**src/common/video_pkg.sv**
```systemverilog
package video_pkg;

    // Pixel channel and coordinate widths.
    localparam int PIX_W = 8;
    localparam int X_W   = 11;
    localparam int Y_W   = 10;

    // White-balance gain, unsigned with GAIN_FRAC fraction bits.
    localparam int GAIN_W     = 10;
    localparam int GAIN_FRAC  = 8;
    localparam int GAIN_UNITY = 256;

    // Bits needed to hold one channel summed over a full frame.
    function automatic int sum_width(input int h_act, input int v_act);
        return $clog2(h_act * v_act * ((1 << PIX_W) - 1) + 1);
    endfunction

endpackage : video_pkg

```
**src/hw/cam_pixel_assembler.sv**
```systemverilog
module cam_pixel_assembler (
    input  logic                        clk,
    input  logic                        i_reset,
    input  logic                        i_cam_valid,
    input  logic                        i_cam_href,
    input  logic                        i_cam_vsync,
    input  logic [7:0]                  i_cam_data,
    output logic                        o_de,
    output logic                        o_vsync,
    output logic [video_pkg::X_W-1:0]   o_x,
    output logic [video_pkg::Y_W-1:0]   o_y,
    output logic [video_pkg::PIX_W-1:0] o_r,
    output logic [video_pkg::PIX_W-1:0] o_g,
    output logic [video_pkg::PIX_W-1:0] o_b
);
    import video_pkg::*;

    logic           href_d;
    logic           vsync_d;
    logic           pending;
    logic           line_has_pix;
    logic [7:0]     first_byte;
    logic [X_W-1:0] x_cnt;
    logic [Y_W-1:0] y_cnt;
    logic           href_rise;
    logic           href_fall;
    logic           vsync_rise;
    logic           byte_take;
    logic           pair_done;
    logic [4:0]     r5;
    logic [5:0]     g6;
    logic [4:0]     b5;

    assign href_rise  = i_cam_href & ~href_d;
    assign href_fall  = ~i_cam_href & href_d;
    assign vsync_rise = i_cam_vsync & ~vsync_d;
    assign byte_take  = i_cam_valid & i_cam_href;
    assign pair_done  = byte_take & pending;

    // First byte R5 G3, second byte G3 B5.
    assign r5 = first_byte[7:3];
    assign g6 = {first_byte[2:0], i_cam_data[7:5]};
    assign b5 = i_cam_data[4:0];

    // ~~~~~~~~~~~~~~~~~~~~
    // Byte pairing and coordinate counters.
    always_ff @(posedge clk) begin
        if (i_reset) begin
            href_d       <= 1'b0;
            vsync_d      <= 1'b0;
            pending      <= 1'b0;
            line_has_pix <= 1'b0;
            x_cnt        <= '0;
            y_cnt        <= '0;
            o_de         <= 1'b0;
            o_vsync      <= 1'b0;
        end else begin
            href_d  <= i_cam_href;
            vsync_d <= i_cam_vsync;
            o_de    <= pair_done;
            o_vsync <= vsync_rise;

            // An odd byte left at the end of a line is dropped.
            if (byte_take) begin
                pending <= ~pending;
            end else if (href_fall) begin
                pending <= 1'b0;
            end

            if (pair_done) begin
                x_cnt        <= x_cnt + 1'b1;
                line_has_pix <= 1'b1;
            end else if (href_rise) begin
                x_cnt <= '0;
            end else if (href_fall) begin
                line_has_pix <= 1'b0;
            end

            if (vsync_rise) begin
                y_cnt <= '0;
            end else if (href_fall && line_has_pix) begin
                y_cnt <= y_cnt + 1'b1;
            end
        end
    end

    // Expand to RGB888 by repeating the top bits.
    always_ff @(posedge clk) begin
        if (byte_take && !pending) begin
            first_byte <= i_cam_data;
        end
        if (pair_done) begin
            o_x <= x_cnt;
            o_y <= y_cnt;
            o_r <= {r5, r5[4:2]};
            o_g <= {g6, g6[5:4]};
            o_b <= {b5, b5[4:2]};
        end
    end

endmodule : cam_pixel_assembler

```
**src/white_balance/wb_frame_stats.sv**
```systemverilog
module wb_frame_stats #(
    parameter  int H_ACT = 1280,
    parameter  int V_ACT = 720,
    localparam int SUM_W = video_pkg::sum_width(H_ACT, V_ACT)
) (
    input  logic                        clk,
    input  logic                        i_reset,
    input  logic                        i_de,
    input  logic                        i_vsync,
    input  logic [video_pkg::PIX_W-1:0] i_r,
    input  logic [video_pkg::PIX_W-1:0] i_g,
    input  logic [video_pkg::PIX_W-1:0] i_b,
    output logic                        o_start,
    output logic [SUM_W-1:0]            o_sum_r,
    output logic [SUM_W-1:0]            o_sum_g,
    output logic [SUM_W-1:0]            o_sum_b
);

    logic [SUM_W-1:0] acc_r;
    logic [SUM_W-1:0] acc_g;
    logic [SUM_W-1:0] acc_b;
    logic             frame_has_pix;

    always_ff @(posedge clk) begin
        if (i_reset) begin
            acc_r         <= '0;
            acc_g         <= '0;
            acc_b         <= '0;
            frame_has_pix <= 1'b0;
            o_start       <= 1'b0;
        end else begin
            // Empty frames give the divider nothing to do.
            o_start <= i_vsync & frame_has_pix;
            if (i_vsync) begin
                acc_r         <= '0;
                acc_g         <= '0;
                acc_b         <= '0;
                frame_has_pix <= 1'b0;
            end else if (i_de) begin
                acc_r         <= acc_r + i_r;
                acc_g         <= acc_g + i_g;
                acc_b         <= acc_b + i_b;
                frame_has_pix <= 1'b1;
            end
        end
    end

    always_ff @(posedge clk) begin
        if (i_vsync) begin
            o_sum_r <= acc_r;
            o_sum_g <= acc_g;
            o_sum_b <= acc_b;
        end
    end

endmodule : wb_frame_stats

```
**src/white_balance/wb_gain_divider.sv**
```systemverilog
module wb_gain_divider #(
    parameter int SUM_W = 28
) (
    input  logic                         clk,
    input  logic                         i_reset,
    input  logic                         i_start,
    input  logic [SUM_W-1:0]             i_sum_r,
    input  logic [SUM_W-1:0]             i_sum_g,
    input  logic [SUM_W-1:0]             i_sum_b,
    output logic                         o_done,
    output logic [video_pkg::GAIN_W-1:0] o_gain_r,
    output logic [video_pkg::GAIN_W-1:0] o_gain_b
);
    import video_pkg::*;

    localparam int DIV_W = SUM_W + GAIN_FRAC;
    localparam int CNT_W = $clog2(DIV_W);

    logic              busy;
    logic              second;
    logic              last_step;
    logic [CNT_W-1:0]  cnt;
    logic [SUM_W-1:0]  sum_g;
    logic [SUM_W-1:0]  sum_b;
    logic [SUM_W-1:0]  divisor;
    logic [SUM_W-1:0]  rem;
    logic [DIV_W-1:0]  quo;
    logic [SUM_W:0]    rem_shift;
    logic [SUM_W+1:0]  trial;
    logic              fits;
    logic [SUM_W-1:0]  rem_next;
    logic [DIV_W-1:0]  quo_next;
    logic [GAIN_W-1:0] gain;

    // ~~~~~~~~~~~~~~~~~~~~
    // One restoring step per cycle.
    assign rem_shift = {rem, quo[DIV_W-1]};
    assign trial     = {1'b0, rem_shift} - {2'b00, divisor};
    assign fits      = ~trial[SUM_W+1];
    assign rem_next  = fits ? trial[SUM_W-1:0] : rem_shift[SUM_W-1:0];
    assign quo_next  = {quo[DIV_W-2:0], fits};
    assign last_step = (cnt == CNT_W'(DIV_W - 1));

    // Saturate, and keep unity for a channel that summed to zero.
    always_comb begin
        if (divisor == '0) begin
            gain = GAIN_W'(GAIN_UNITY);
        end else if (quo_next > DIV_W'((1 << GAIN_W) - 1)) begin
            gain = '1;
        end else begin
            gain = quo_next[GAIN_W-1:0];
        end
    end

    always_ff @(posedge clk) begin
        if (i_reset) begin
            busy   <= 1'b0;
            second <= 1'b0;
            cnt    <= '0;
            o_done <= 1'b0;
        end else begin
            o_done <= 1'b0;
            if (i_start) begin
                busy   <= 1'b1;
                second <= 1'b0;
                cnt    <= '0;
            end else if (busy) begin
                if (last_step) begin
                    cnt    <= '0;
                    second <= ~second;
                    if (second) begin
                        busy   <= 1'b0;
                        o_done <= 1'b1;
                    end
                end else begin
                    cnt <= cnt + 1'b1;
                end
            end
        end
    end

    // Red first, then blue, both over G*256.
    always_ff @(posedge clk) begin
        if (i_start) begin
            sum_g   <= i_sum_g;
            sum_b   <= i_sum_b;
            divisor <= i_sum_r;
            rem     <= '0;
            quo     <= {i_sum_g, {GAIN_FRAC{1'b0}}};
        end else if (busy) begin
            if (last_step) begin
                rem     <= '0;
                quo     <= {sum_g, {GAIN_FRAC{1'b0}}};
                divisor <= sum_b;
                if (second) begin
                    o_gain_b <= gain;
                end else begin
                    o_gain_r <= gain;
                end
            end else begin
                rem <= rem_next;
                quo <= quo_next;
            end
        end
    end

endmodule : wb_gain_divider

```
**src/white_balance/wb_gain_apply.sv**
```systemverilog
module wb_gain_apply #(
    parameter int H_ACT = 1280,
    parameter int V_ACT = 720
) (
    input  logic                        clk,
    input  logic                        i_reset,
    input  logic                        i_enable,
    input  logic                        i_de,
    input  logic                        i_vsync,
    input  logic [video_pkg::X_W-1:0]   i_x,
    input  logic [video_pkg::Y_W-1:0]   i_y,
    input  logic [video_pkg::PIX_W-1:0] i_r,
    input  logic [video_pkg::PIX_W-1:0] i_g,
    input  logic [video_pkg::PIX_W-1:0] i_b,
    output logic                        o_de,
    output logic                        o_vsync,
    output logic [video_pkg::X_W-1:0]   o_x,
    output logic [video_pkg::Y_W-1:0]   o_y,
    output logic [video_pkg::PIX_W-1:0] o_r,
    output logic [video_pkg::PIX_W-1:0] o_g,
    output logic [video_pkg::PIX_W-1:0] o_b
);
    import video_pkg::*;

    localparam int SUM_W = sum_width(H_ACT, V_ACT);

    logic              stats_start;
    logic [SUM_W-1:0]  sum_r;
    logic [SUM_W-1:0]  sum_g;
    logic [SUM_W-1:0]  sum_b;
    logic              gains_done;
    logic [GAIN_W-1:0] new_gain_r;
    logic [GAIN_W-1:0] new_gain_b;
    logic [GAIN_W-1:0] gain_r;
    logic [GAIN_W-1:0] gain_b;

    // (chan * gain) >> 8, clipped to full scale.
    function automatic logic [PIX_W-1:0] scale(input logic [PIX_W-1:0]  chan,
                                               input logic [GAIN_W-1:0] g);
        logic [PIX_W+GAIN_W-1:0] prod;
        prod = chan * g;
        if (|prod[PIX_W+GAIN_W-1:PIX_W+GAIN_FRAC]) begin
            return '1;
        end
        return prod[PIX_W+GAIN_FRAC-1:GAIN_FRAC];
    endfunction

    wb_frame_stats #(
        .H_ACT(H_ACT),
        .V_ACT(V_ACT)
    ) u_stats (
        .clk    (clk        ),
        .i_reset(i_reset    ),
        .i_de   (i_de       ),
        .i_vsync(i_vsync    ),
        .i_r    (i_r        ),
        .i_g    (i_g        ),
        .i_b    (i_b        ),
        .o_start(stats_start),
        .o_sum_r(sum_r      ),
        .o_sum_g(sum_g      ),
        .o_sum_b(sum_b      )
    );

    wb_gain_divider #(.SUM_W(SUM_W)) u_divider (
        .clk     (clk        ),
        .i_reset (i_reset    ),
        .i_start (stats_start),
        .i_sum_r (sum_r      ),
        .i_sum_g (sum_g      ),
        .i_sum_b (sum_b      ),
        .o_done  (gains_done ),
        .o_gain_r(new_gain_r ),
        .o_gain_b(new_gain_b )
    );

    always_ff @(posedge clk) begin
        if (i_reset) begin
            gain_r  <= GAIN_W'(GAIN_UNITY);
            gain_b  <= GAIN_W'(GAIN_UNITY);
            o_de    <= 1'b0;
            o_vsync <= 1'b0;
        end else begin
            o_de    <= i_de;
            o_vsync <= i_vsync;
            if (gains_done) begin
                gain_r <= new_gain_r;
                gain_b <= new_gain_b;
            end
        end
    end

    always_ff @(posedge clk) begin
        o_x <= i_x;
        o_y <= i_y;
        o_g <= i_g;
        o_r <= i_enable ? scale(i_r, gain_r) : i_r;
        o_b <= i_enable ? scale(i_b, gain_b) : i_b;
    end

endmodule : wb_gain_apply

```
**src/hw/draw_window.sv**
```systemverilog
module draw_window #(
    parameter int          WIN_X0     = 100,
    parameter int          WIN_Y0     = 200,
    parameter int          WIN_X1     = 200,
    parameter int          WIN_Y1     = 400,
    parameter int          WIN_BORDER = 4,
    parameter logic [23:0] WIN_COLOR  = 24'hFFFFFF
) (
    input  logic                        clk,
    input  logic                        i_reset,
    input  logic                        i_enable,
    input  logic                        i_de,
    input  logic                        i_vsync,
    input  logic [video_pkg::X_W-1:0]   i_x,
    input  logic [video_pkg::Y_W-1:0]   i_y,
    input  logic [video_pkg::PIX_W-1:0] i_r,
    input  logic [video_pkg::PIX_W-1:0] i_g,
    input  logic [video_pkg::PIX_W-1:0] i_b,
    output logic                        o_de,
    output logic                        o_vsync,
    output logic [video_pkg::X_W-1:0]   o_x,
    output logic [video_pkg::Y_W-1:0]   o_y,
    output logic [video_pkg::PIX_W-1:0] o_r,
    output logic [video_pkg::PIX_W-1:0] o_g,
    output logic [video_pkg::PIX_W-1:0] o_b
);

    logic in_outer;
    logic in_inner;
    logic paint;

    // Border is the outer rectangle minus the inner one.
    assign in_outer = (int'(i_x) >= WIN_X0) && (int'(i_x) <= WIN_X1) &&
                      (int'(i_y) >= WIN_Y0) && (int'(i_y) <= WIN_Y1);
    assign in_inner = (int'(i_x) >= WIN_X0 + WIN_BORDER) &&
                      (int'(i_x) <= WIN_X1 - WIN_BORDER) &&
                      (int'(i_y) >= WIN_Y0 + WIN_BORDER) &&
                      (int'(i_y) <= WIN_Y1 - WIN_BORDER);
    assign paint    = i_enable & in_outer & ~in_inner;

    always_ff @(posedge clk) begin
        if (i_reset) begin
            o_de    <= 1'b0;
            o_vsync <= 1'b0;
        end else begin
            o_de    <= i_de;
            o_vsync <= i_vsync;
        end
    end

    always_ff @(posedge clk) begin
        o_x <= i_x;
        o_y <= i_y;
        o_r <= paint ? WIN_COLOR[23:16] : i_r;
        o_g <= paint ? WIN_COLOR[15:8]  : i_g;
        o_b <= paint ? WIN_COLOR[7:0]   : i_b;
    end

endmodule : draw_window

```
**src/hw/video_pipe_top.sv**
```systemverilog
module video_pipe_top #(
    parameter int          H_ACT      = 1280,
    parameter int          V_ACT      = 720,
    parameter int          WIN_X0     = 100,
    parameter int          WIN_Y0     = 200,
    parameter int          WIN_X1     = 200,
    parameter int          WIN_Y1     = 400,
    parameter int          WIN_BORDER = 4,
    parameter logic [23:0] WIN_COLOR  = 24'hFFFFFF
) (
    input  logic                        clk,
    input  logic                        i_reset,
    input  logic                        i_cam_valid,
    input  logic                        i_cam_href,
    input  logic                        i_cam_vsync,
    input  logic [7:0]                  i_cam_data,
    input  logic                        i_wb_enable,
    input  logic                        i_dw_enable,
    output logic                        o_de,
    output logic                        o_vsync,
    output logic [video_pkg::X_W-1:0]   o_x,
    output logic [video_pkg::Y_W-1:0]   o_y,
    output logic [video_pkg::PIX_W-1:0] o_r,
    output logic [video_pkg::PIX_W-1:0] o_g,
    output logic [video_pkg::PIX_W-1:0] o_b
);
    import video_pkg::*;

    // ~~~~~~~~~~~~~~~~~~~~
    // Camera stage to white balance.
    logic             cam_de;
    logic             cam_vsync;
    logic [X_W-1:0]   cam_x;
    logic [Y_W-1:0]   cam_y;
    logic [PIX_W-1:0] cam_r;
    logic [PIX_W-1:0] cam_g;
    logic [PIX_W-1:0] cam_b;

    // White balance to overlay.
    logic             wb_de;
    logic             wb_vsync;
    logic [X_W-1:0]   wb_x;
    logic [Y_W-1:0]   wb_y;
    logic [PIX_W-1:0] wb_r;
    logic [PIX_W-1:0] wb_g;
    logic [PIX_W-1:0] wb_b;

    cam_pixel_assembler u_cam_assembler (
        .clk        (clk        ),
        .i_reset    (i_reset    ),
        .i_cam_valid(i_cam_valid),
        .i_cam_href (i_cam_href ),
        .i_cam_vsync(i_cam_vsync),
        .i_cam_data (i_cam_data ),
        .o_de       (cam_de     ),
        .o_vsync    (cam_vsync  ),
        .o_x        (cam_x      ),
        .o_y        (cam_y      ),
        .o_r        (cam_r      ),
        .o_g        (cam_g      ),
        .o_b        (cam_b      )
    );

    wb_gain_apply #(
        .H_ACT(H_ACT),
        .V_ACT(V_ACT)
    ) u_white_balance (
        .clk     (clk        ),
        .i_reset (i_reset    ),
        .i_enable(i_wb_enable),
        .i_de    (cam_de     ),
        .i_vsync (cam_vsync  ),
        .i_x     (cam_x      ),
        .i_y     (cam_y      ),
        .i_r     (cam_r      ),
        .i_g     (cam_g      ),
        .i_b     (cam_b      ),
        .o_de    (wb_de      ),
        .o_vsync (wb_vsync   ),
        .o_x     (wb_x       ),
        .o_y     (wb_y       ),
        .o_r     (wb_r       ),
        .o_g     (wb_g       ),
        .o_b     (wb_b       )
    );

    draw_window #(
        .WIN_X0    (WIN_X0    ),
        .WIN_Y0    (WIN_Y0    ),
        .WIN_X1    (WIN_X1    ),
        .WIN_Y1    (WIN_Y1    ),
        .WIN_BORDER(WIN_BORDER),
        .WIN_COLOR (WIN_COLOR )
    ) u_draw_window (
        .clk     (clk        ),
        .i_reset (i_reset    ),
        .i_enable(i_dw_enable),
        .i_de    (wb_de      ),
        .i_vsync (wb_vsync   ),
        .i_x     (wb_x       ),
        .i_y     (wb_y       ),
        .i_r     (wb_r       ),
        .i_g     (wb_g       ),
        .i_b     (wb_b       ),
        .o_de    (o_de       ),
        .o_vsync (o_vsync    ),
        .o_x     (o_x        ),
        .o_y     (o_y        ),
        .o_r     (o_r        ),
        .o_g     (o_g        ),
        .o_b     (o_b        )
    );

endmodule : video_pipe_top

```
**config.mk**
```make
export PLATFORM = sky130hd
export DESIGN_NAME = video_pipe_top
export DESIGN_NICKNAME = d
export VERILOG_FILES = /design/src/common/video_pkg.sv /design/src/hw/cam_pixel_assembler.sv /design/src/white_balance/wb_frame_stats.sv /design/src/white_balance/wb_gain_divider.sv /design/src/white_balance/wb_gain_apply.sv /design/src/hw/draw_window.sv /design/src/hw/video_pipe_top.sv
export SDC_FILE = /design/constraint.sdc
export NUM_CORES = 1
export LEC_CHECK = 0
export BUFFER_PORTS_ARGS = -buffer_cell sky130_fd_sc_hd__buf_4
export CAP_MARGIN = 20
export CORE_MARGIN = 2
export CORE_UTILIZATION = 46
export CTS_CLUSTER_DIAMETER = 50
export CTS_CLUSTER_SIZE = 16
export DETAILED_ROUTE_END_ITERATION = 6
export PLACE_DENSITY_LB_ADDON = 0.2
export SETUP_SLACK_MARGIN = 0.2
export SLEW_MARGIN = 20
export SYNTH_ARGS = -nofsm -noshare
export SYNTH_HDL_FRONTEND = slang
export SYNTH_SLANG_ARGS = --single-unit
```
**constraint.sdc**
```tcl
create_clock -name clk -period 6.4 [get_ports clk]
set_input_delay 1.28 -clock clk [delete_from_list [all_inputs] [get_ports clk]]
set_output_delay 1.28 -clock clk [all_outputs]
set_load 0.01 [all_outputs]
```
## Yosys cells after proc, flatten, opt, wreduce, memory -nomap -nowiden

Index checks and enable logic that the tools add are counted.

| word-level totals | value |
|---|---|
| word-level logic and storage cells | 144 |
| register bits after elaboration | 541 |
| RAM bits | 0 |
| memories | 0 |
| input bits | 15 |
| ROM bits | 0 |
| output and inout port bits | 47 |
| latch bits | 0 |

| operators by class | value |
|---|---|
| shift operators | 0 |
| bitwise gates (word level) | 18 |
| $add $sub $neg | 7 |
| div/mod/pow operators | 0 |
| magnitude comparators | 9 |
| reductions and logical operators | 26 |
| multiply operators | 2 |
| equality and inequality tests | 2 |
| multiplexer cells | 30 |

Operators with widths:

| cell | number |
|---|---|
| 2-to-1 mux 28 bit | 5 |
| 2-to-1 mux 36 bit | 3 |
| adder 28 x 8 -> 28 bit | 3 |
| 2-to-1 mux 8 bit | 6 |
| > comparator 36 x 10 -> 1 bit (second input constant) | 1 |
| multiplier 8 x 10 -> 18 bit | 2 |
| subtractor 29 x 28 -> 30 bit | 1 |
| zero test 28 bit | 1 |
| greater-or-equal comparator 11 x 7 -> 1 bit (second input constant) | 2 |
| less-or-equal comparator 11 x 8 -> 1 bit (second input constant) | 2 |
| 2-to-1 mux 11 bit | 2 |
| greater-or-equal comparator 10 x 8 -> 1 bit (second input constant) | 2 |
| less-or-equal comparator 10 x 9 -> 1 bit (second input constant) | 2 |
| 2-to-1 mux 10 bit | 2 |
| adder 11 x 1 -> 11 bit (second input constant) | 1 |
| 2-to-1 mux 1 bit | 11 |
| adder 10 x 1 -> 10 bit (second input constant) | 1 |
| NOT 1 bit | 10 |
| nonzero test 2 bit | 5 |
| OR reduction 2 bit | 5 |
| AND 1 bit | 8 |
| logical AND 1 bit | 8 |
| AND reduction 4 bit | 2 |
| adder 6 x 1 -> 6 bit (second input constant) | 1 |
| 6 further kinds | 8 |

## Logic depth before layout (Yosys ltp)

| depth | value |
|---|---|
| depth in word-level cells | 6 |
| gate-level depth with buffers | 19 |
| mapped depth without buffers | 18 |

## Hierarchy

A second synthesis with hierarchy kept.

| unflattened totals | value |
|---|---|
| cell total of the unflattened synthesis | 2353 |
| area total of the unflattened synthesis | 26474.1 sq um |

By module, submodules not included:

| module | sequential area each (sq um) | instances | cells each | area an instance (sq um) |
|---|---|---|---|---|
| wb_gain_divider | 4864.7 | 1 | 708 | 8287.9 |
| wb_frame_stats | 4244.1 | 1 | 641 | 7238.2 |
| wb_gain_apply | 1341.3 | 1 | 722 | 6905.4 |
| cam_pixel_assembler | 1891.8 | 1 | 181 | 2567.5 |
| draw_window | 940.9 | 1 | 101 | 1475.2 |

## Worst setup path after synthesis

No wires, ideal clock.

| timing | value |
|---|---|
| path kind | register to register |
| from | reg u_cam_assembler.o_b[2] in the netlist's numbering |
| to | reg u_white_balance.o_b[2] in the netlist's numbering |
| data required time | 6283 ps |
| setup slack | 1383 ps |
| arrival time | 4900 ps |
| period minus slack after synthesis | 5017 ps |
| path buffers | 1 |
| stages on the path, launching flop included | 19 |
| library setup time | 117 ps |
| cells stage by stage | edfxtp_1 clkbuf_1 nand2_1 fa_1 inv_1 fa_1 fa_1 inv_1 fa_1 inv_1 ha_1 a21oi_1 a21oi_1 a221oi_2 a21oi_1 a2111o_1 a21oi_1 o211ai_4 o22a_1 |

| on the way | value |
|---|---|
| word-level cells in the longest chain between the ends | 5 |

Ends and longest elaborated chain:

| element | RTL line | text |
|---|---|---|
| from (decl) | cam_pixel_assembler.sv:14 | `output logic [video_pkg::PIX_W-1:0] o_b` |
| from (signal assigned) | cam_pixel_assembler.sv:97 | `o_b <= {b5, b5[4:2]};` |
| multiplier 8 x 10 -> 18 bit | wb_gain_apply.sv:41 | `prod = chan * g;` |
| OR reduction 2 bit | wb_gain_apply.sv:42 | `if (\|prod[PIX_W+GAIN_W-1:PIX_W+GAIN_FRAC]) begin` |
| 2-to-1 mux 1 bit | wb_gain_apply.sv:42 |  |
| 2-to-1 mux 8 bit | wb_gain_apply.sv:45 | `return prod[PIX_W+GAIN_FRAC-1:GAIN_FRAC];` |
| 2-to-1 mux 8 bit (*) | wb_gain_apply.sv:98 | `o_b <= i_enable ? scale(i_b, gain_b) : i_b;` |
| to (signal assigned) | wb_gain_apply.sv:98 |  |
| to (decl) | wb_gain_apply.sv:21 | `output logic [video_pkg::PIX_W-1:0] o_b` |

Mark *: on every way between the ends. The rest lies on a longest branch, timed or not.
A chain may end at the register's enable or synchronous reset.

## Final worst setup path

| timing | value |
|---|---|
| from | reg u_cam_assembler.o_b[2] in the netlist's numbering |
| to | reg u_white_balance.o_b[6] in the netlist's numbering |

| on the way | value |
|---|---|
| word-level cells in the longest chain between the ends | 5 |

Ends and longest elaborated chain:

| element | RTL line |
|---|---|
| multiplier 8 x 10 -> 18 bit (*) | wb_gain_apply.sv:41 |
| OR reduction 2 bit | wb_gain_apply.sv:42 |
| 2-to-1 mux 1 bit | wb_gain_apply.sv:42 |
| 2-to-1 mux 8 bit (*) | wb_gain_apply.sv:45 |
| 2-to-1 mux 8 bit (*) | wb_gain_apply.sv:98 |

Marks and branches as above.

==> results.cfg <==
[final_layout]
drive_above_1_share = 0.09435
num_antenna_cells = 0
area_delta_synth_final_pct = 11.81
final_nets = 2547

[die]
die_h_um = 239.0
die-area_um2 = 57130
coreArea_um2 = 54880
fp.dieW_um = 239.0
initial_core_util = 0.4630
ios = 62
fp-row-count = 86

[setup_path]
worst-r2r-setup-slack_ns = 0.90
rr_startpoint = u_cam_assembler.o_b[2]
cp_cell_sequence = nand2_1 > fa_1 > inv_1 > fa_1 > fa_1 > inv_1 > fa_1 > inv_1 > ha_1 > a21oi_1 > a21oi_1 > a221oi_2 > a21oi_1 > a2111o_1 > and3_1 > o211ai_4 > a2bb2oi_1
max_stage_delay_ns = 0.69
crit_required_ns = 6.93
critPathMostFrequentCell = fa_1
start_kind = register
cp-endpoint = u_white_balance.o_b[6]
cp.depth = 17
reg2reg_to = u_white_balance.o_b[6]
cp_data_arrival_time_ns = 6.02
crit_slowest_cell = edfxtp_1
crit_path_end_kind = register
worstSetupPathType = register to register
cp_max_fo = 14
startpoint = u_cam_assembler.o_b[2]
critPathTopFamily = adder cells
critPathBufInv = 3
reg2reg_depth = 17

[logic_synthesis]
synth_area_um2 = 25410
ys_seq_area_frac = 0.5196
postSynthAreaPerCell_um2 = 11.30
syn_inst = 2248
synth_flop_cell = dfxtp_1
synth-edff-count = 261
async_flop_share = 0
ys_types = 79
synth_seq_cells = 529
synth_nets = 2486
yosysWarnings = 0

[drt]
routed_via_density = 5.198
ant_nets = 0
drc_errors = 0
wl_um = 50490
num_vias = 15890
wl_per_cell_um = 16.52
first_pass_iters = 5
drt_iter0_drc = 854

[global_route]
antenna_found_initial = 0
grt-ovfl-total = 0
grt_pass1_wl_um = 83750
grt_pass1_vias = 16280
grt_max_degree = 65
gr-usage-all-layers = 0.1826

[pwr]
vdd_drop_max_uv = 197.9
powerDensity_nw_per_um2 = 257.6
leakagePower_nw = 11.65
p_total_w = 0.007318

[sta]
setup_viol = 0
hold_violations = 0
rsz0062_at_grt = no
setup_tns_ns = 0
max_slew_margin = 0.3189
slew_viol_final = 0
skew_ns = 0.02766
fmax_mhz = 182.0
tightest_slew_ns = 1.018
period_minus_slack_ns = 5.496
period_share = 0.8587

[cts]
cts_tree = done
cts-resized-gates = 0
htreeDepth = 2
cts_buffers = 52
cts_hold_buf = 0
clk_pin_slew_ns = 0.07
cts.sinks = 529
post-cts-setup-buffers = 0
clock_latency_ns = 0.60
cts.path.max_buffers = 3
clockRootBuffer = clkbuf_16

[place]
io_buffers = 61
dp_hpwl_um = 36300
gp_congestion = 0.8545

[worst_hold_path]
min_path_type = register to register

[run]
drv_cap = 0

[outcome]
status = complete, no violations
-- kinds of logic (layout without fill, tap and decap cells) --
family                     Yosys count  after routing  share of synthesized area
buffers and inverters              282            387                    0.04309
xor gates and xnor gates           124            124                    0.04274
and+or+nand+nor                    655            655                     0.1245
AOI/OAI and AO/OA                  316            316                    0.08357
adders and majority gates          223            223                     0.1382
muxes                              119            119                    0.04831
DFF                                529            529                     0.5196
-- cells in the final DEF (no fill, tap or decap), types with 13 or more instances in the layout --
master	count
and3_1	18
and2_1	72
buf_4	74
nor3_1	19
a21oi_1	75
inv_1	212
nand2b_1	37
o21a_1	16
xor2_1	77
clkbuf_16	52
xnor2_1	47
o21ai_1	16
dfxtp_1	264
nor2_1	180
a211oi_1	16
edfxtp_1	261
a21o_1	17
nand3_1	42
nor4_1	17
nand4_1	24
o211ai_1	13
nand2_1	185
mux2i_1	90
o21ai_0	79
mux2_2	29
nor2b_1	18
ha_1	127
fa_1	96
-- how the worst min path moves through the flow --
stage,depth (start not counted),end,startpoint
floorplan,0,u_white_balance.o_x[0],u_cam_assembler.o_x[0]
global placement,0,u_white_balance.o_y[2],u_cam_assembler.o_y[2]
detailed placement,0,u_white_balance.o_x[10],u_cam_assembler.o_x[10]
CTS,0,u_white_balance.o_y[1],u_cam_assembler.o_y[1]
global route,0,u_white_balance.o_x[10],u_cam_assembler.o_x[10]
finish,0,u_white_balance.o_y[6],u_cam_assembler.o_y[6]
-- per-stage QoR --
| step | cells | worst slack [ns] | cell area (um2) | utilization | hold slack, ns |
|---|---|---|---|---|---|
| floorplan | 2248 | 1.383 | 25410 | - | 0.3233 |
| global placement | 2958 | 0.9827 | 26560 | 0.4841 | 0.3290 |
| detailed placement | 2958 | 0.8883 | 26570 | 0.4841 | 0.3269 |
| CTS | 3056 | 0.8482 | 28400 | 0.5174 | 0.3434 |
| global route | 3057 | 0.6116 | 28410 | 0.5177 | 0.3490 |
| finish | 3057 | 0.9045 | 28410 | 0.5177 | 0.3407 |
-- cells in the mapped netlist, drive strengths merged, types with 14 or more instances --
cell / number / area [um2]
dfxtp: 268 / 5365
edfxtp: 261 / 7838
inv: 212 / 795.8
nand2: 186 / 700.7
nor2: 181 / 679.4
ha: 127 / 1589
fa: 96 / 1922
o21ai: 96 / 491.7
mux2i: 90 / 900.9
xor2: 77 / 674.4
a21oi: 75 / 375.4
and2: 72 / 450.4
clkbuf: 53 / 198.9
xnor2: 47 / 411.6
nand3: 42 / 210.2
nand2b: 38 / 237.7
mux2: 29 / 326.6
nand4: 24 / 150.1
nor3: 20 / 105.1
and3: 18 / 112.6
nor2b: 18 / 112.6
a211oi: 17 / 132.6
a21o: 17 / 127.6
nor4: 17 / 106.4
o21a: 16 / 120.1
buf: 15 / 92.59
o211ai: 14 / 118.9
-- routing by layer --
metal / vias up / part of all wire / global-route usage
met2: 206 / 0.49 / 0.3089
li1: 7880 / - / -
met4: 0 / 0.022 / 0.05057
met5: - / 0 / 0
met3: 87 / 0.034 / 0.02667
met1: 7717 / 0.46 / 0.2451
-- state kept, by name, summed over array words and instances (netlist names), 11 cells and up --
name / flops
u_white_balance.u_divider.quo: 36
u_white_balance.u_divider.divisor: 28
u_white_balance.u_divider.rem: 28
u_white_balance.u_divider.sum_b: 28
u_white_balance.u_divider.sum_g: 28
u_white_balance.u_stats.acc_b: 28
u_white_balance.u_stats.acc_g: 28
u_white_balance.u_stats.acc_r: 28
u_white_balance.u_stats.o_sum_b: 28
u_white_balance.u_stats.o_sum_g: 28
u_white_balance.u_stats.o_sum_r: 28
u_cam_assembler.o_x: 11
u_cam_assembler.x_cnt: 11
u_draw_window.o_x: 11
u_white_balance.o_x: 11
-- power breakdown --
part	total, W	internal [W]	switching [W]	leakage [nW]
clock network	0.00320	0.00180	0.00140	0.890
registers	0.00366	0.00361	0.0000500	4.51
logic	0.000454	0.000187	0.000267	6.25
-- cell type report --
class / count / area (um2)
repair buffers: 75 / 566.8
inverters: 214 / 803.3
multi-input cells: 1437 / 11120
clock buffers: 64 / 1376
flip-flops and latches: 529 / 13210
well taps: 704 / 880.8
clock inverters: 34 / 454.2
fillers: 4822 / 26470
(Power assumes the default switching activity.)
